`src/hw/storeQueue_params.svh`:
```
// Store queue sizing defines; include this wherever entry count or widths are needed.
`ifndef STORE_QUEUE_PARAMS_SVH
`define STORE_QUEUE_PARAMS_SVH

// Number of queue entries, a power of two.
// One entry always stays empty so head equal to tail means empty.
`define SQ_ENTRY_NUM 8

// Word address width.
`define SQ_ADDR_WIDTH 16

// Store data width.
`define SQ_DATA_WIDTH 32

`endif

```
`src/hw/StoreQueuePkg.sv`:
```
// Shared store queue types; referenced by scoped name from the RTL and the testbench.
`include "storeQueue_params.svh"

package StoreQueuePkg;

    // Entry index, wraps naturally at the entry count.
    typedef logic [$clog2(`SQ_ENTRY_NUM)-1:0] SqPtr;

    // Word address of a store or a load.
    typedef logic [`SQ_ADDR_WIDTH-1:0] SqAddr;

    // Store payload.
    typedef logic [`SQ_DATA_WIDTH-1:0] SqData;

    // Drain unit states.
    // Idle waits for a committed head, write holds the memory request.
    typedef enum logic [1:0] {
        DRAIN_IDLE  = 2'd0,
        DRAIN_WRITE = 2'd1
    } DrainState;

endpackage : StoreQueuePkg

```
`src/hw/CircularRangePicker.sv`:
```
// Circular range priority picker; picks the request closest below a tail within head..tail.

// Picks the youngest request in the circular range [headPtr, tailPtr).
// Head equal to tail covers no entries.
module CircularRangePicker #(
    parameter ENTRY_NUM = 8
)(
    input  logic [$clog2(ENTRY_NUM)-1:0] headPtr,
    input  logic [$clog2(ENTRY_NUM)-1:0] tailPtr,
    input  logic [ENTRY_NUM-1:0]         request,
    output logic [$clog2(ENTRY_NUM)-1:0] grantPtr,
    output logic                         picked
);
    localparam INDEX_BIT_SIZE = $clog2(ENTRY_NUM);

    // Doubled request vector feeding the shifter.
    logic [ENTRY_NUM*2-1:0] shifterIn;
    // Requests rotated so the entry just below tail sits at the top bit.
    logic [ENTRY_NUM-1:0] shiftedReq;
    // Highest set position in the rotated vector.
    logic [INDEX_BIT_SIZE-1:0] shiftedGrant;
    // Number of entries covered by the range.
    logic [INDEX_BIT_SIZE-1:0] rangeLen;
    // Lowest rotated position that still lies inside the range.
    logic [INDEX_BIT_SIZE:0] lowBound;
    logic anyReq;

    // Rotation by tailPtr.
    // Same as ({request, request} >> tailPtr) truncated to ENTRY_NUM bits.
    CircularRangePickerRightShifter #(
        .INPUT_WIDTH        (ENTRY_NUM*2),
        .SHIFT_AMOUNT_WIDTH (INDEX_BIT_SIZE),
        .OUTPUT_WIDTH       (ENTRY_NUM)
    ) rightShifter (
        .shiftIn     (shifterIn),
        .shiftAmount (tailPtr),
        .shiftOut    (shiftedReq)
    );

    always_comb begin
        shifterIn = {request, request};

        // Scan upward, the last hit is the highest request.
        anyReq = 1'b0;
        shiftedGrant = '0;
        for (int i = 0; i < ENTRY_NUM; i++) begin
            if (shiftedReq[i]) begin
                shiftedGrant = i[INDEX_BIT_SIZE-1:0];
                anyReq = 1'b1;
            end
        end

        // Undo the rotation.
        // The index width wraps the sum modulo ENTRY_NUM.
        grantPtr = shiftedGrant + tailPtr;

        // The range occupies rotated positions ENTRY_NUM-rangeLen up to ENTRY_NUM-1.
        rangeLen = tailPtr - headPtr;
        lowBound = (INDEX_BIT_SIZE+1)'(ENTRY_NUM) - {1'b0, rangeLen};

        // Drop picks that fall below the head.
        picked = anyReq && ({1'b0, shiftedGrant} >= lowBound);
    end

endmodule : CircularRangePicker


// Generic right shifter.
// Kept apart so a hand-built version can replace it for one width.
module CircularRangePickerRightShifter #(
    parameter INPUT_WIDTH = 16,
    parameter SHIFT_AMOUNT_WIDTH = 3,
    parameter OUTPUT_WIDTH = 8
)(
    input  logic [INPUT_WIDTH-1:0]        shiftIn,
    input  logic [SHIFT_AMOUNT_WIDTH-1:0] shiftAmount,
    output logic [OUTPUT_WIDTH-1:0]       shiftOut
);
    // Full-width shift result before truncation.
    logic [INPUT_WIDTH-1:0] shifted;

    always_comb begin
        shifted = shiftIn >> shiftAmount;
        shiftOut = shifted[OUTPUT_WIDTH-1:0];
    end

endmodule : CircularRangePickerRightShifter

```
`src/hw/StoreQueueStorage.sv`:
```
// Store queue entry array with head, commit and tail pointers; instantiated by the queue top.
`include "storeQueue_params.svh"

module StoreQueueStorage (
    input  logic                      clk,
    input  logic                      rstN,
    input  logic                      allocValid,
    input  StoreQueuePkg::SqAddr      allocAddr,
    input  StoreQueuePkg::SqData      allocData,
    input  logic                      commitValid,
    input  logic                      drainDone,
    output StoreQueuePkg::SqPtr       headPtr,
    output StoreQueuePkg::SqPtr       tailPtr,
    output logic                      full,
    output logic                      headCommitted,
    output logic [`SQ_ENTRY_NUM-1:0]  entryValid,
    output StoreQueuePkg::SqAddr      entryAddr [`SQ_ENTRY_NUM],
    output StoreQueuePkg::SqData      entryData [`SQ_ENTRY_NUM]
);
    // Oldest uncommitted entry.
    StoreQueuePkg::SqPtr commitPtr;
    // Incremented pointers, wrapping at the entry count.
    StoreQueuePkg::SqPtr headInc;
    StoreQueuePkg::SqPtr commitInc;
    StoreQueuePkg::SqPtr tailInc;
    // Per-entry committed flags.
    logic [`SQ_ENTRY_NUM-1:0] committed;
    logic allocFire;
    logic commitFire;

    always_comb begin
        headInc = headPtr + 1'b1;
        commitInc = commitPtr + 1'b1;
        tailInc = tailPtr + 1'b1;
    end

    // One slot stays free, so full is tail one step behind head.
    assign full = (tailInc == headPtr);

    // Allocation is dropped while full.
    assign allocFire = allocValid && !full;

    // Commit stops at the tail; nothing uncommitted is left there.
    assign commitFire = commitValid && (commitPtr != tailPtr);

    // The drainer only looks at the head entry.
    assign headCommitted = entryValid[headPtr] && committed[headPtr];

    // Pointers and flags.
    always_ff @(posedge clk) begin
        if (!rstN) begin
            headPtr <= '0;
            commitPtr <= '0;
            tailPtr <= '0;
            entryValid <= '0;
            committed <= '0;
        end
        else begin
            if (allocFire) begin
                entryValid[tailPtr] <= 1'b1;
                tailPtr <= tailInc;
            end
            if (commitFire) begin
                committed[commitPtr] <= 1'b1;
                commitPtr <= commitInc;
            end
            // Head is committed here, so it never equals commitPtr.
            if (drainDone) begin
                entryValid[headPtr] <= 1'b0;
                committed[headPtr] <= 1'b0;
                headPtr <= headInc;
            end
        end
    end

    // Store payload.
    always_ff @(posedge clk) begin
        if (allocFire) begin
            entryAddr[tailPtr] <= allocAddr;
            entryData[tailPtr] <= allocData;
        end
    end

endmodule : StoreQueueStorage

```
`src/hw/StoreForwarder.sv`:
```
// Store-to-load forwarding lookup with a one-cycle registered answer; used by the queue top.
`include "storeQueue_params.svh"

module StoreForwarder (
    input  logic                      clk,
    input  logic                      rstN,
    input  logic                      loadValid,
    input  StoreQueuePkg::SqAddr      loadAddr,
    input  StoreQueuePkg::SqPtr       loadSqPtr,
    input  StoreQueuePkg::SqPtr       headPtr,
    input  logic [`SQ_ENTRY_NUM-1:0]  entryValid,
    input  StoreQueuePkg::SqAddr      entryAddr [`SQ_ENTRY_NUM],
    input  StoreQueuePkg::SqData      entryData [`SQ_ENTRY_NUM],
    output logic                      fwdValid,
    output logic                      fwdHit,
    output StoreQueuePkg::SqData      fwdData
);
    // Valid entries holding the load's word address.
    logic [`SQ_ENTRY_NUM-1:0] addrMatch;
    StoreQueuePkg::SqPtr grantPtr;
    logic picked;

    always_comb begin
        for (int i = 0; i < `SQ_ENTRY_NUM; i++) begin
            addrMatch[i] = entryValid[i] && (entryAddr[i] == loadAddr);
        end
    end

    // Youngest match older than the load.
    // loadSqPtr is exclusive, so stores allocated after dispatch are skipped.
    CircularRangePicker #(
        .ENTRY_NUM (`SQ_ENTRY_NUM)
    ) rangePicker (
        .headPtr  (headPtr),
        .tailPtr  (loadSqPtr),
        .request  (addrMatch),
        .grantPtr (grantPtr),
        .picked   (picked)
    );

    // Answer flags.
    always_ff @(posedge clk) begin
        if (!rstN) begin
            fwdValid <= 1'b0;
            fwdHit <= 1'b0;
        end
        else begin
            fwdValid <= loadValid;
            fwdHit <= loadValid && picked;
        end
    end

    // Forwarded word, zero on a miss.
    always_ff @(posedge clk) begin
        fwdData <= (loadValid && picked) ? entryData[grantPtr] : '0;
    end

endmodule : StoreForwarder

```
`src/hw/StoreDrainer.sv`:
```
// In-order drain FSM that writes committed head stores to memory; used by the queue top.
`include "storeQueue_params.svh"

module StoreDrainer (
    input  logic                      clk,
    input  logic                      rstN,
    input  logic                      headCommitted,
    input  StoreQueuePkg::SqPtr       headPtr,
    input  StoreQueuePkg::SqAddr      entryAddr [`SQ_ENTRY_NUM],
    input  StoreQueuePkg::SqData      entryData [`SQ_ENTRY_NUM],
    input  logic                      memAck,
    output logic                      memWrite,
    output StoreQueuePkg::SqAddr      memAddr,
    output StoreQueuePkg::SqData      memData,
    output logic                      drainDone
);
    StoreQueuePkg::DrainState state;
    logic startWrite;

    // A drainDone cycle still shows the old head, so wait for the pointer to move.
    assign startWrite = (state == StoreQueuePkg::DRAIN_IDLE) && headCommitted && !drainDone;

    // The request is a level for the whole write state.
    assign memWrite = (state == StoreQueuePkg::DRAIN_WRITE);

    // FSM and done pulse.
    always_ff @(posedge clk) begin
        if (!rstN) begin
            state <= StoreQueuePkg::DRAIN_IDLE;
            drainDone <= 1'b0;
        end
        else begin
            drainDone <= 1'b0;
            case (state)
                StoreQueuePkg::DRAIN_IDLE: begin
                    if (startWrite) begin
                        state <= StoreQueuePkg::DRAIN_WRITE;
                    end
                end
                StoreQueuePkg::DRAIN_WRITE: begin
                    // Held under back-pressure until the acknowledge.
                    if (memAck) begin
                        state <= StoreQueuePkg::DRAIN_IDLE;
                        drainDone <= 1'b1;
                    end
                end
                default: begin
                    state <= StoreQueuePkg::DRAIN_IDLE;
                end
            endcase
        end
    end

    // Head entry captured at the start of each write.
    always_ff @(posedge clk) begin
        if (startWrite) begin
            memAddr <= entryAddr[headPtr];
            memData <= entryData[headPtr];
        end
    end

endmodule : StoreDrainer

```
`src/hw/StoreQueue.sv`:
```
// Store queue top level; connects storage, forwarding and drain, the DUT of the testbench.
`include "storeQueue_params.svh"

module StoreQueue (
    input  logic                 clk,
    input  logic                 rstN,
    input  logic                 allocValid,
    input  StoreQueuePkg::SqAddr allocAddr,
    input  StoreQueuePkg::SqData allocData,
    output StoreQueuePkg::SqPtr  tailPtr,
    output logic                 full,
    input  logic                 commitValid,
    input  logic                 loadValid,
    input  StoreQueuePkg::SqAddr loadAddr,
    input  StoreQueuePkg::SqPtr  loadSqPtr,
    output logic                 fwdValid,
    output logic                 fwdHit,
    output StoreQueuePkg::SqData fwdData,
    output logic                 memWrite,
    output StoreQueuePkg::SqAddr memAddr,
    output StoreQueuePkg::SqData memData,
    input  logic                 memAck
);
    // Entry state shared by the forwarder and the drainer.
    StoreQueuePkg::SqPtr headPtr;
    logic [`SQ_ENTRY_NUM-1:0] entryValid;
    StoreQueuePkg::SqAddr entryAddr [`SQ_ENTRY_NUM];
    StoreQueuePkg::SqData entryData [`SQ_ENTRY_NUM];
    logic headCommitted;
    // Frees the head entry.
    logic drainDone;

    StoreQueueStorage storage (
        .clk           (clk),
        .rstN          (rstN),
        .allocValid    (allocValid),
        .allocAddr     (allocAddr),
        .allocData     (allocData),
        .commitValid   (commitValid),
        .drainDone     (drainDone),
        .headPtr       (headPtr),
        .tailPtr       (tailPtr),
        .full          (full),
        .headCommitted (headCommitted),
        .entryValid    (entryValid),
        .entryAddr     (entryAddr),
        .entryData     (entryData)
    );

    StoreForwarder forwarder (
        .clk        (clk),
        .rstN       (rstN),
        .loadValid  (loadValid),
        .loadAddr   (loadAddr),
        .loadSqPtr  (loadSqPtr),
        .headPtr    (headPtr),
        .entryValid (entryValid),
        .entryAddr  (entryAddr),
        .entryData  (entryData),
        .fwdValid   (fwdValid),
        .fwdHit     (fwdHit),
        .fwdData    (fwdData)
    );

    StoreDrainer drainer (
        .clk           (clk),
        .rstN          (rstN),
        .headCommitted (headCommitted),
        .headPtr       (headPtr),
        .entryAddr     (entryAddr),
        .entryData     (entryData),
        .memAck        (memAck),
        .memWrite      (memWrite),
        .memAddr       (memAddr),
        .memData       (memData),
        .drainDone     (drainDone)
    );

endmodule : StoreQueue

```
`config.mk`:
```
export PLATFORM = sky130hd
export DESIGN_NAME = StoreQueue
export DESIGN_NICKNAME = d
export VERILOG_FILES = /design/src/hw/StoreQueuePkg.sv /design/src/hw/CircularRangePicker.sv /design/src/hw/StoreQueueStorage.sv /design/src/hw/StoreForwarder.sv /design/src/hw/StoreDrainer.sv /design/src/hw/StoreQueue.sv
export VERILOG_INCLUDE_DIRS = /design/src /design/src/hw
export SDC_FILE = /design/constraint.sdc
export NUM_CORES = 1
export LEC_CHECK = 0
export ABC_CLOCK_PERIOD_IN_PS = 18700
export BUFFER_PORTS_ARGS = -buffer_cell sky130_fd_sc_hd__buf_4
export CAP_MARGIN = 10
export CORE_AREA = 2 2 197 199
export DETAILED_ROUTE_END_ITERATION = 10
export DIE_AREA = 0 0 199 201
export PLACE_DENSITY = 0.79
export SLEW_MARGIN = 15
export SYNTH_ARGS = -nofsm -noshare
export SYNTH_HDL_FRONTEND = slang
export SYNTH_SLANG_ARGS = --single-unit
```
`constraint.sdc`:
```
create_clock -name clk -period 18.7 [get_ports clk]
set_input_delay 3.74 -clock clk [delete_from_list [all_inputs] [get_ports clk]]
set_output_delay 3.74 -clock clk [all_outputs]
set_load 0.01 [all_outputs]
```
After elaboration in Yosys (flattened, before gate mapping)

Cells that the tools add are included.

Register bits after elaboration: 494
Output and inout bits: 87
Bits of input ports: 73
Logic and storage cells: 141
Bits in latches: 0
Bits in writable memories: 0
Memories kept: 0
ROM bits: 0

Multiply operators: 0
Reduce and logical (&&, ||, !) cells: 24
Eq/ne operators: 13
Bitwise logic cells: 8
Add/subtract/negate cells: 6
Muxes and demuxes: 50
Shifts and indexed selects: 1
$lt $le $gt $ge: 11
Divide/modulo/power cells: 0

Operator list:

| cell                  | count |
|---|---|
| $bwmux W256           | 1 |
| $bmux W32 S3          | 2 |
| $mux W32              | 5 |
| $bwmux W128           | 1 |
| $eq A16 B16 Y1        | 8 |
| $demux W32 S3         | 1 |
| $bmux W16 S3          | 1 |
| $demux W16 S3         | 1 |
| $mux W16              | 3 |
| $mux W8               | 6 |
| $logic_and A1 B1 Y1   | 19 |
| $mux W3               | 6 |
| $and A8 B8 Y8         | 2 |
| $or A8 B8 Y8          | 2 |
| $shr A16 B3 Y8        | 1 |
| $mux W1               | 15 |
| $ge A4 B4 Y1 const B  | 3 |
| $lt A3 B4 Y1 const B  | 3 |
| $not A3 Y4            | 3 |
| $add A3 B1 Y3 const B | 3 |
| $demux W1 S3          | 3 |
| $ge A3 B1 Y1 const B  | 3 |
| $not A8 Y8            | 1 |
| $bmux W1 S3           | 2 |
| 14 further kinds      | 18 |

Depth between registers and ports, before layout

Gate-level depths: netlist of run 1.

Depth after elaboration: 15
Depth in mapped cells: 19
Mapped depth without buffers: 16

Cells and area by module

A second synthesis of run 1 with hierarchy kept.

Cell total of the unflattened synthesis: 1318
Area total of the unflattened synthesis: 22766.8 sq um

Modules (own cells, without submodules):

| module                          | instances | cells an instance | sequential area each (sq um) | area an instance (sq um) |
|---|---|---|---|---|
| StoreQueueStorage               | 1         | 553               | 12031.5                      | 13008.7 |
| StoreDrainer                    | 1         | 225               | 1481.4                       | 4578.1 |
| StoreForwarder                  | 1         | 455               | 680.7                        | 4435.5 |
| CircularRangePickerRightShifter | 1         | 48                | 0.0                          | 440.4 |
| CircularRangePicker             | 1         | 37                | 0.0                          | 304.0 |

Worst setup path before layout of run 1

No wires, ideal clock.

Path type: in2reg
From: input port allocValid
To: register storage.entryAddr[100] (netlist name), enable pin
Data required time: 18106 ps
Stages: 2
Setup time: 594 ps
Path buffers: 0
Arrival: 8934 ps
Slack: 9173 ps
Cell sequence: nand2_1 nor4b_1

Cells in the longest elaborated chain, start to end: 1

Ends and longest elaborated chain:

| item                            | RTL line                | source |
|---|---|---|
| from (decl)                     | StoreQueue.sv:7         | `input logic allocValid,` |
| $logic_and A1 B1 Y1             | StoreQueueStorage.sv:41 | `assign allocFire = allocValid && !full;` |
| to (signal, indexed assignment) | StoreQueueStorage.sv:79 | `entryAddr[tailPtr] <= allocAddr;` |
| to (decl)                       | StoreQueueStorage.sv:17 | `` output StoreQueuePkg::SqAddr entryAddr [`SQ_ENTRY_NUM], `` |

Every way passes these cells.
A chain may end at the register's enable or synchronous reset.

Final worst setup path of run 1

From: input port loadAddr[14]
To: register forwarder.fwdData[5]

Cells in the longest elaborated chain, start to end: 15
Elaborated cells between the ends (all ways): 40
Classes of those cells: 1 x add/sub; 1 x order compare; 8 x eq/ne; 1 x shift; 18 x mux; 1 x bitwise; 10 x reduce/logical

Ends and longest elaborated chain:

| item                                        | RTL line                  | source |
|---|---|---|
| from (decl)                                 | StoreQueue.sv:14          | `input StoreQueuePkg::SqAddr loadAddr,` |
| $eq A16 B16 Y1                              | StoreForwarder.sv:25      | `addrMatch[i] = entryValid[i] && (entryAddr[i] == loadAddr);` |
| $logic_and A1 B1 Y1                         | StoreForwarder.sv:25      |  |
| $shr A16 B3 Y8 *                            | CircularRangePicker.sv:83 | `shifted = shiftIn >> shiftAmount;` |
| $mux W1                                     | CircularRangePicker.sv:47 | `if (shiftedReq[i]) begin` |
| $mux W3 (6 in a row)                        | CircularRangePicker.sv:47 |  |
| $add A3 B3 Y3                               | CircularRangePicker.sv:55 | `grantPtr = shiftedGrant + tailPtr;` |
| $not A3 Y4 (implied by the code)            | StoreForwarder.sv:55      | `fwdData <= (loadValid && picked) ? entryData[grantPtr] : '0;` |
| $bmux W32 S3                                | StoreForwarder.sv:55      |  |
| $mux W32 (implied by the code) (2 in a row) | StoreForwarder.sv:55      |  |
| to (signal assigned)                        | StoreForwarder.sv:55      |  |
| to (decl)                                   | StoreForwarder.sv:16      | `output StoreQueuePkg::SqData fwdData` |

Every way passes the cells marked *; elsewhere a longest branch is shown, timed or not. The select of a mux whose other input is x is not followed.

==> impl_metrics.py, run 1 <==
metrics = {
    "run_status": {
        "run_status": "finished, final reports clean",
    },
    "cells_and_area": {
        "mostFrequentLayoutCell": "edfxtp_1",
        "final_cell_mix": "432 x edfxtp_1, 182 x buf_4, 132 x mux2i_1, 112 x xnor2_1, 89 x nor2_1",
        "syn_to_final_growth_pct": 13.8,
        "fin_nets": 1709,
        "drive_gt1_share_pct": 26.0,
        "final_util_pct": 67.3,
    },
    "detailed_routing": {
        "via_count": 14100,
        "drt-wirelength-per-cell_um": 27.3,
        "firstDrtPassIters": 5,
        "wl_met3_um": 5810,
        "first_iter_violations": 1571,
        "vias_per_cell": 6.47,
        "top_layer_used": "met5",
        "wl_met2_um": 28100,
        "final_antenna_net_count": 0,
        "route.detailed.drc": 0,
        "wl_met1_um": 23700,
        "wirelength_um": 59500,
    },
    "power_and_ir_drop": {
        "cellPowerDensity_nw_per_um2": 98.1,
        "ir_worst_vdd_v": 0.0000760,
        "p_leak_nw": 8.40,
    },
    "timing": {
        "clock.fmax_mhz": 115,
        "finalSetupViolCount": 0,
        "final_hold_viol_count": 0,
        "tns_ns": 0,
        "worstMarginPinSlew_ns": 1.07,
        "slew_headroom_pct": 28.7,
        "clock_skew_ns": 0.0258,
        "slew_violations": 0,
        "grt_setup_unrepaired": "no",
        "layout_setup_ws_ns": 10.0,
        "final.min_clock_period_ns": 8.70,
        "finalCritPeriodShare_pct": 46.5,
    },
    "hold_path": {
        "holdPathStages": 2,
        "hp-class": "register to register",
    },
    "logic_synthesis": {
        "synth_edf_count": 432,
        "synthSimpleGateAreaFrac_pct": 5.19,
        "synth_seq_area_share_pct": 62.9,
        "synthAdderAreaFrac_pct": 0.677,
        "ys_ff_latch": 493,
        "synthXorXnorAreaFrac_pct": 5.55,
        "syn_nets": 1579,
        "syn_area_per_cell_um2": 15.1,
        "synth_top_family_by_area": "multiplexers",
        "synth_top_cell_area_share_pct": 57.5,
        "synth-compound-area-share_pct": 7.61,
        "synth_area_leaders": "edfxtp_1 58%, mux4_2 7.1%, mux2i_1 5.9%",
        "yosys_warnings": 0,
        "synthMuxAreaShare_pct": 15.3,
        "yosysUniqueCellTypes": 61,
        "synth_top_area_cell": "edfxtp_1",
        "synth_flop_cell": "edfxtp_1",
        "synthArstFlopShare_pct": 0,
        "synth_cells": 1495,
        "syn_area_um2": 22600,
    },
    "grt": {
        "antenna_found_initial": 3,
        "grt_usage_pct": 30.0,
        "grt_max_degree": 57,
        "grt_pass1_vias": 14200,
        "gr-total-overflow": 0,
        "grt_pass1_wl_um": 87700,
    },
    "clock_network": {
        "cts_tree": "built",
        "htreeDepth": 2,
        "cts.sink_count": 493,
        "cts_setup_buffers": 0,
        "cts_resized": 0,
        "cts_buffer_depth": 3,
        "clk_latency_ns": 0.61,
        "cts-buffers-inserted": 49,
        "cts-root-buf": "clkbuf_16",
        "postCtsHoldBufs": 0,
        "clk_pin_slew_worst_paths_ns": 0.06,
    },
    "floorplanning": {
        "die-width_um": 199,
        "dieArea_um2": 40000,
        "initial_core_util_pct": 59.2,
        "core_um2": 38100,
        "num_rows": 72,
        "die_h_um": 201,
        "io_pins": 160,
    },
    "critical_path": {
        "crit_path_end_kind": "register",
        "slowest_stage": "fa_2",
        "cp.depth": 16,
        "worst_ep_arrival_time_ns": 9.18,
        "path_common_cell": "buf_4",
        "ff2ff_path_depth": 15,
        "path_delay_family": "adder cells",
        "crit_type": "primary input to register",
        "worstPathRequired_ns": 19.17,
        "cp_slowest_stage_delay_ns": 1.08,
        "worst_setup_path_start_kind": "primary input",
        "cp.buffers_inverters": 2,
        "path_cells": "buf_4 > xnor2_1 > nand4_1 > nor4_1 > a32o_1 > nor2_1 > o41ai_1 > a21oi_1 > a211o_1 > and3_1 > ha_4 > fa_2 > buf_4 > mux4_2 > mux2i_1 > nor2_2",
        "crit_fanout": 36,
    },
    "placed_design": {
        "place_ws_ns": 9.58,
        "place_congestion": 0.971,
        "numPortBuffers": 159,
        "post-dp-hpwl_um": 35200,
    },
    "job": {
        "drv_cap": 0,
    },
}
-- worst reg2reg max path, stage by stage, from the launching register on --
cell and delay (ns):
edfxtp_1 0.44, xnor2_1 0.32, nand4_1 0.17, nor4_1 0.69, a32o_1 0.44, nor2_1 0.14
o41ai_1 0.36, a21oi_1 0.12, a211o_1 0.29, and3_1 0.18, ha_4 0.16, fa_2 1.08
buf_4 0.64, mux4_2 0.44, mux2i_1 0.19, nor2_2 0.05
-- worst paths after layout --
kind	startpoint	to	slack, ns
worst min-delay path	storage.committed[3]$_SDFF_PN0_	storage.committed[3]$_SDFF_PN0_	0.47
worst min register to register	storage.committed[3]$_SDFF_PN0_	storage.committed[3]$_SDFF_PN0_	0.47
worst max register to register	storage.entryAddr[102]$_DFFE_PP_	forwarder.fwdData[5]$_SDFF_PN0_	12.87
worst max-delay path	loadAddr[14]	forwarder.fwdData[5]$_SDFF_PN0_	10.0
-- cell type report --
class / count / area [µm²]
antenna: 1 / 2.50
inverter: 13 / 48.8
clock buffer: 64 / 1320
sequential: 493 / 14200
fill: 2599 / 12500
clock inverter: 26 / 223
timing repair buffer: 182 / 1370
multi-input combinational: 886 / 7840
tap: 518 / 648
-- synthesized netlist by cell type, types with 18 or more instances --
master / instances
a21oi_1: 59
a22oi_1: 48
buf_1: 22
buf_6: 18
clkbuf_1: 56
dfxtp_1: 61
edfxtp_1: 432
mux2_2: 47
mux2i_1: 132
mux4_2: 71
nand2_1: 29
nand4_1: 24
nor2_1: 94
nor2_2: 30
o21ai_0: 53
o22a_1: 48
xnor2_1: 112
xor2_1: 31
-- layer usage --
layer | track usage [%] | vias to the layer above
li1 | - | 6051
met1 | 42.1 | 7113
met2 | 46.9 | 801
met3 | 6.07 | 154
met4 | 11.1 | 2
met5 | 0 | -
-- stage by stage --
stage / instances / area [µm²] / total power [W] / hold slack [ns]
floorplan: 1495 / 22600 / 0.00149 / 0.431
global placement: 2092 / 24100 / 0.00158 / 0.448
detailed placement: 2092 / 24100 / 0.00159 / 0.457
CTS: 2182 / 25600 / 0.00252 / 0.470
global route: 2182 / 25600 / 0.00259 / 0.493
finish: 2183 / 25700 / 0.00252 / 0.473
-- power breakdown --
part	total (W)	internal (W)	switching, W
clock network	0.000951	0.000531	0.000420
registers	0.00126	0.00124	0.0000219
logic	0.000304	0.000138	0.000167
-- cell families after synthesis --
kind of cell / Yosys count
buffers and inverters: 116
AOI/OAI and AO/OA: 248
xor gates and xnor gates: 143
muxes: 250
adders and majority gates: 11
DFF: 493
and+or+nand+nor: 234
-- state kept, by name, summed over array words and instances (netlist names) --
| name | cells |
|---|---|
| storage.entryData | 256 |
| storage.entryAddr | 128 |
| drainer.memData | 32 |
| forwarder.fwdData | 32 |
| drainer.memAddr | 16 |
| storage.committed | 8 |
| storage.entryValid | 8 |
| storage.commitPtr | 3 |
| storage.headPtr | 3 |
| storage.tailPtr | 3 |
| drainer.drainDone | 1 |
| drainer.state | 1 |
| forwarder.fwdHit | 1 |
| forwarder.fwdValid | 1 |
No activity file was read; power rests on OpenSTA's default activity.
==> run 2: changes to the inputs <==
Settings changed: ABC_CLOCK_PERIOD_IN_PS 18700 to 7800, CORE_AREA 2 2 197 199 to 2 2 206 208, DIE_AREA 0 0 199 201 to 0 0 208 210, PLACE_DENSITY 0.79 to 0.76.
Clock period 18.7 ns to 7.8 ns, I/O delays scaled along.
==> run 2 against run 1 <==
Net effect:
- power rose by 140%
- utilization fell by 5.2 points
- largest cell class unchanged
- hold slack got worse by 0.0041 ns
- sequential share of layout area fell by 0.27 points
- cell area is 0.48% higher
- clock power rose by 150%
- global-route usage is 3.2 points lower
- sequential power rose by 140%
- largest power group unchanged
- combinational power increased by 140%
- via count down 2.0%
==> impl_metrics.py, run 2 (synthesis results as in run 1) <==
metrics = {
    "timing": {
        "tns_ns": 0,
        "clock_skew_ns": 0.0272,
        "clock.fmax_mhz": 172,
        "whs_ns": 0.469,
        "finalSetupViolCount": 0,
        "final.min_clock_period_ns": 5.81,
        "worstMarginPinSlew_ns": 1.01,
        "slew_violations": 0,
        "grt_setup_unrepaired": "no",
        "finalCritPeriodShare_pct": 74.5,
        "slew_headroom_pct": 32.8,
        "final_hold_viol_count": 0,
    },
    "critical_path": {
        "worstPathRequired_ns": 8.27,
        "worst_setup_path_start_kind": "primary input",
        "crit_path_end_kind": "register",
        "path_cells": "buf_4 > xnor2_1 > nand4_1 > nor4_1 > a32oi_1 > nor3b_1 > o41ai_1 > a21oi_1 > a211o_1 > and3_1 > ha_4 > fa_2 > buf_12 > mux4_2 > mux2i_1 > nor2_2",
        "worst_ep_arrival_time_ns": 6.28,
        "ff2ff_setup_slack_ns": 2.69,
        "crit_type": "primary input to register",
        "cp.buffers_inverters": 2,
        "crit_fanout": 44,
        "slowest_stage": "fa_2",
        "cp_slowest_stage_delay_ns": 1.00,
        "path_delay_family": "adder cells",
    },
    "job": {
        "drv_cap": 0,
    },
    "hold_path": {
        "hp-class": "register to register",
    },
    "grt": {
        "grt_max_degree": 76,
        "grt_pass1_wl_um": 87400,
        "gr-total-overflow": 0,
        "grt_usage_pct": 26.8,
        "grt_pass1_vias": 14100,
        "antenna_found_initial": 3,
    },
    "cells_and_area": {
        "final_cell_mix": "432 x edfxtp_1, 182 x buf_4, 132 x mux2i_1, 112 x xnor2_1, 90 x nor2_1",
        "fin_nets": 1711,
        "top_regs": "storage.entryData x256, storage.entryAddr x128",
        "drive_gt1_share_pct": 25.7,
        "fill_cells": 3002,
        "regMostFlops": "storage.entryData",
        "largest_reg_flops": 256,
        "mostFrequentLayoutCell": "edfxtp_1",
        "syn_to_final_growth_pct": 14.3,
    },
    "floorplanning": {
        "io_pins": 160,
        "dieArea_um2": 43700,
        "die-width_um": 208,
        "die_h_um": 210,
        "initial_core_util_pct": 54.4,
        "core_um2": 41500,
        "num_rows": 75,
    },
    "detailed_routing": {
        "route.detailed.drc": 0,
        "drt-wirelength-per-cell_um": 26.4,
        "final_antenna_net_count": 0,
        "wirelength_um": 58200,
        "via_count": 13800,
        "vias_per_cell": 6.26,
        "firstDrtPassIters": 5,
        "first_iter_violations": 1368,
    },
    "power_and_ir_drop": {
        "p_comb_share_pct": 11.9,
        "ir_worst_vdd_v": 0.000178,
        "p_int_w": 0.00466,
        "p_sw_w": 0.00146,
        "seqPwrFrac_pct": 49.4,
        "p_sw_share_pct": 23.9,
        "p_leak_nw": 8.40,
        "power_frac_clock_pct": 38.7,
        "cellPowerDensity_nw_per_um2": 238,
    },
    "clock_network": {
        "cts_resized": 0,
        "postCtsHoldBufs": 0,
        "htreeDepth": 2,
        "clk_latency_ns": 0.60,
        "cts_setup_buffers": 0,
        "cts_buffer_depth": 3,
        "clk_pin_slew_worst_paths_ns": 0.06,
        "cts.sink_count": 493,
        "cts_tree": "built",
        "cts-root-buf": "clkbuf_16",
        "cts-buffers-inserted": 49,
    },
    "run_status": {
        "run_status": "finished, final reports clean",
    },
    "placed_design": {
        "numPortBuffers": 159,
        "place_congestion": 0.988,
        "post-dp-hpwl_um": 34500,
    },
}
## run 2: cell types whose count changed in the layout (fill, tap and decap cells not counted), sizes merged
cell / delta
clkinv: -1
clkinvlp: +3
diode: +1
bufinv: +3
clkbuf: -3
buf: +2
## run 2: path summary, 6_finish.rpt
check | depth (start not counted) | from | to
worst max-delay path | 16 | loadAddr[9] | forwarder.fwdData[18]$_SDFF_PN0_
worst min-delay path | 2 | storage.committed[7]$_SDFF_PN0_ | storage.committed[7]$_SDFF_PN0_
worst max register to register | 15 | storage.entryAddr[14]$_DFFE_PP_ | forwarder.fwdData[18]$_SDFF_PN0_
worst min register to register | 2 | storage.committed[7]$_SDFF_PN0_ | storage.committed[7]$_SDFF_PN0_
## run 2: metal layers
layer / up-vias / global-route usage (%) / share of wire (%)
met1: 6928 / 36.4 / 39
li1: 6059 / - / -
met2: 727 / 43.2 / 48
met3: 117 / 4.81 / 9.5
met4: 2 / 10.9 / 3.4
met5: - / 0 / 0.027
## run 2: tightest hold or removal path, stage by stage, from the launching register on
cell and delay [ns]:
dfxtp_1 0.33, a31oi_1 0.04, nor2_1 0.07
## run 2: area by class of cell
class	instances	area (µm²)	share of cell area (%)
sequential	493	14200	55.1
multi-input combinational	886	7830	30.4
timing repair buffer	184	1410	5.46
clock buffer	61	1300	5.05
tap	539	674	2.62
clock inverter	31	307	1.19
inverter	13	48.8	0.189
antenna	2	5.00	0.0194
## run 2: per-stage QoR
step / worst slack, ns / instances / cell area (µm²) / power (W) / utilization, %
2_1_floorplan: 0.453 / 1495 / 22600 / 0.00357 / -
3_3_place_gp: 1.49 / 2115 / 24200 / 0.00379 / 58.3
3_5_place_dp: 1.44 / 2115 / 24200 / 0.00381 / 58.3
4_1_cts: 2.08 / 2207 / 25800 / 0.00615 / 62.1
5_1_grt: 1.74 / 2207 / 25800 / 0.00631 / 62.1
6_report: 1.99 / 2209 / 25800 / 0.00612 / 62.1
## run 2: power by group through the flow
stage	clock, W	sequential [W]	combinational (W)
after floorplan	0	0.00308	0.000485
after global placement	0	0.00308	0.000713
after detailed placement	0	0.00308	0.000729
after CTS	0.00239	0.00302	0.000732
after global routing	0.00250	0.00303	0.000783
final	0.00237	0.00303	0.000731
==> run 3: changes to the inputs <==
Settings changed: ABC_CLOCK_PERIOD_IN_PS 7800 to 5300.
Clock period 7.8 ns to 5.3 ns, I/O delays scaled along.
==> run 3 against run 2 <==
Net effect:
- cell area up 1.9%
- clock skew shrank 0.0089 ns
- critical path depth up 4
- non-clock buffer count is 32 higher
- utilization increased by 1.2 points
- sequential power up 47%
- global-route usage increased by 0.46 points
- routed wire length rose by 2.8%
- largest cell class unchanged
- highest routed layer unchanged
==> impl_metrics.py, run 3 (synthesis results as in run 1) <==
metrics = {
    "timing": {
        "clock_skew_ns": 0.0183,
        "worstMarginPinSlew_ns": 0.995,
        "clock.fmax_mhz": 208,
        "slew_violations": 0,
        "finalSetupViolCount": 0,
        "grt_setup_unrepaired": "no",
        "final.min_clock_period_ns": 4.80,
        "whs_ns": 0.478,
        "tns_ns": 0,
        "finalCritPeriodShare_pct": 90.6,
        "final_hold_viol_count": 0,
        "slew_headroom_pct": 33.6,
    },
    "cells_and_area": {
        "mostFrequentLayoutCell": "edfxtp_1",
        "syn_to_final_growth_pct": 16.4,
        "regMostFlops": "storage.entryData",
        "largest_reg_flops": 256,
        "fill_cells": 2978,
        "stdcell_area_um2": 26300,
        "final_cell_mix": "432 x edfxtp_1, 202 x buf_4, 132 x mux2i_1, 112 x xnor2_1, 90 x nor2_1",
        "seqCellArea_um2": 14200,
        "top_regs": "storage.entryData x256, storage.entryAddr x128",
        "multi_input_area_um2": 7870,
        "fin_cells": 2242,
        "fin_nets": 1743,
        "drive_gt1_share_pct": 27.5,
    },
    "critical_path": {
        "worst_setup_path_start_kind": "primary input",
        "crit_fanout": 11,
        "crit_path_end_kind": "register",
        "worst_ep_arrival_time_ns": 5.28,
        "worstPathRequired_ns": 5.78,
        "ff2ff_setup_slack_ns": 0.72,
        "crit_type": "primary input to register",
    },
    "clock_network": {
        "clk_latency_ns": 0.60,
        "cts_resized": 0,
        "htreeDepth": 2,
        "cts_buffer_depth": 3,
        "cts_tree": "built",
        "cts_setup_buffers": 0,
        "cts.sink_count": 493,
        "cts-root-buf": "clkbuf_16",
        "postCtsHoldBufs": 0,
        "clk_pin_slew_worst_paths_ns": 0.06,
        "cts-buffers-inserted": 49,
    },
    "grt": {
        "grt_util_met1_pct": 36.7,
        "grt_usage_pct": 27.2,
        "use_met2_pct": 44.7,
        "busiest_layer": "met2",
        "grt_pass1_vias": 14100,
        "grt_max_degree": 63,
        "grtUsageMet3_pct": 5.44,
        "gr-total-overflow": 0,
        "antenna_found_initial": 5,
        "grt_pass1_wl_um": 88700,
    },
    "power_and_ir_drop": {
        "p_total_w": 0.00914,
        "cellPowerDensity_nw_per_um2": 348,
        "ir_worst_vdd_v": 0.000286,
        "p_leak_nw": 8.68,
    },
    "floorplanning": {
        "initial_core_util_pct": 54.4,
        "die_h_um": 210,
        "core_um2": 41500,
        "num_rows": 75,
        "dieArea_um2": 43700,
        "io_pins": 160,
        "die-width_um": 208,
    },
    "detailed_routing": {
        "drt-wirelength-per-cell_um": 26.7,
        "route.detailed.drc": 0,
        "vias_per_cell": 6.29,
        "first_iter_violations": 1381,
        "via_count": 14100,
        "final_antenna_net_count": 0,
        "firstDrtPassIters": 5,
        "wirelength_um": 59900,
    },
    "placed_design": {
        "place_congestion": 0.959,
        "post-dp-hpwl_um": 36500,
        "numPortBuffers": 159,
        "place_area_um2": 24600,
        "place_inst": 2147,
    },
    "hold_path": {
        "hp-class": "register to register",
    },
    "run_status": {
        "run_status": "finished, final reports clean",
    },
    "job": {
        "drv_cap": 0,
    },
}
[run 3: cell types whose count changed in the layout (fill, tap and decap cells not counted), sizes merged]
cell,change
diode,+1
inv,+1
clkinv,+1
clkinvlp,-5
buf,+32
clkbuf,+3
[run 3: cell type report]
| cell class | count | share of cell area [%] |
|---|---|---|
| flip-flops and latches | 493 | 54.1 |
| multi-input cells | 886 | 30.0 |
| repair buffers | 216 | 6.84 |
| clock buffers | 64 | 5.19 |
| well taps | 539 | 2.57 |
| clock inverters | 28 | 1.11 |
| inverters | 13 | 0.186 |
| diodes | 3 | 0.0286 |
[run 3: path summary, 6_finish.rpt]
kind | start | endpoint | cells after the start
max reg2reg | storage.entryAddr[118]$_DFFE_PP_ | forwarder.fwdData[5]$_SDFF_PN0_ | 19
min reg2reg | storage.committed[5]$_SDFF_PN0_ | storage.committed[5]$_SDFF_PN0_ | 2
max | loadAddr[6] | forwarder.fwdData[5]$_SDFF_PN0_ | 20
min | storage.committed[5]$_SDFF_PN0_ | storage.committed[5]$_SDFF_PN0_ | 2
[run 3: per-stage QoR]
stage / utilization (%) / worst slack (ns)
after floorplan: - / -0.00200
after global placement: 59.3 / 0.0398
after detailed placement: 59.3 / -0.00357
after CTS: 63.3 / 0.605
after global routing: 63.3 / 0.364
final: 63.3 / 0.501
[run 3: layer usage]
layer	share of wire, %	vias up
met5	0.043	-
met4	3.0	4
met3	8.8	128
met2	49	736
met1	39	7103
li1	-	6128
[run 3: critical path, stage by stage]
cell	delay, ns
buf_4	0.16
xnor2_1	0.40
nand4_1	0.21
nor4_1	0.47
a32o_2	0.27
buf_4	0.14
mux4_2	0.24
o41ai_1	0.07
a21oi_1	0.21
nand3b_1	0.16
and3_1	0.21
ha_4	0.14
fa_2	0.20
inv_1	0.06
nor4_1	0.53
a211oi_4	0.10
buf_12	0.19
buf_4	0.15
mux2i_1	0.24
nor2_2	0.05
[run 3: power by group]
part	total (W)	internal (W)	switching, W
combinational	0.00115	0.000551	0.000602
clock	0.00354	0.00207	0.00147
sequential	0.00445	0.00437	0.0000804
total	0.00914	0.00699	0.00215
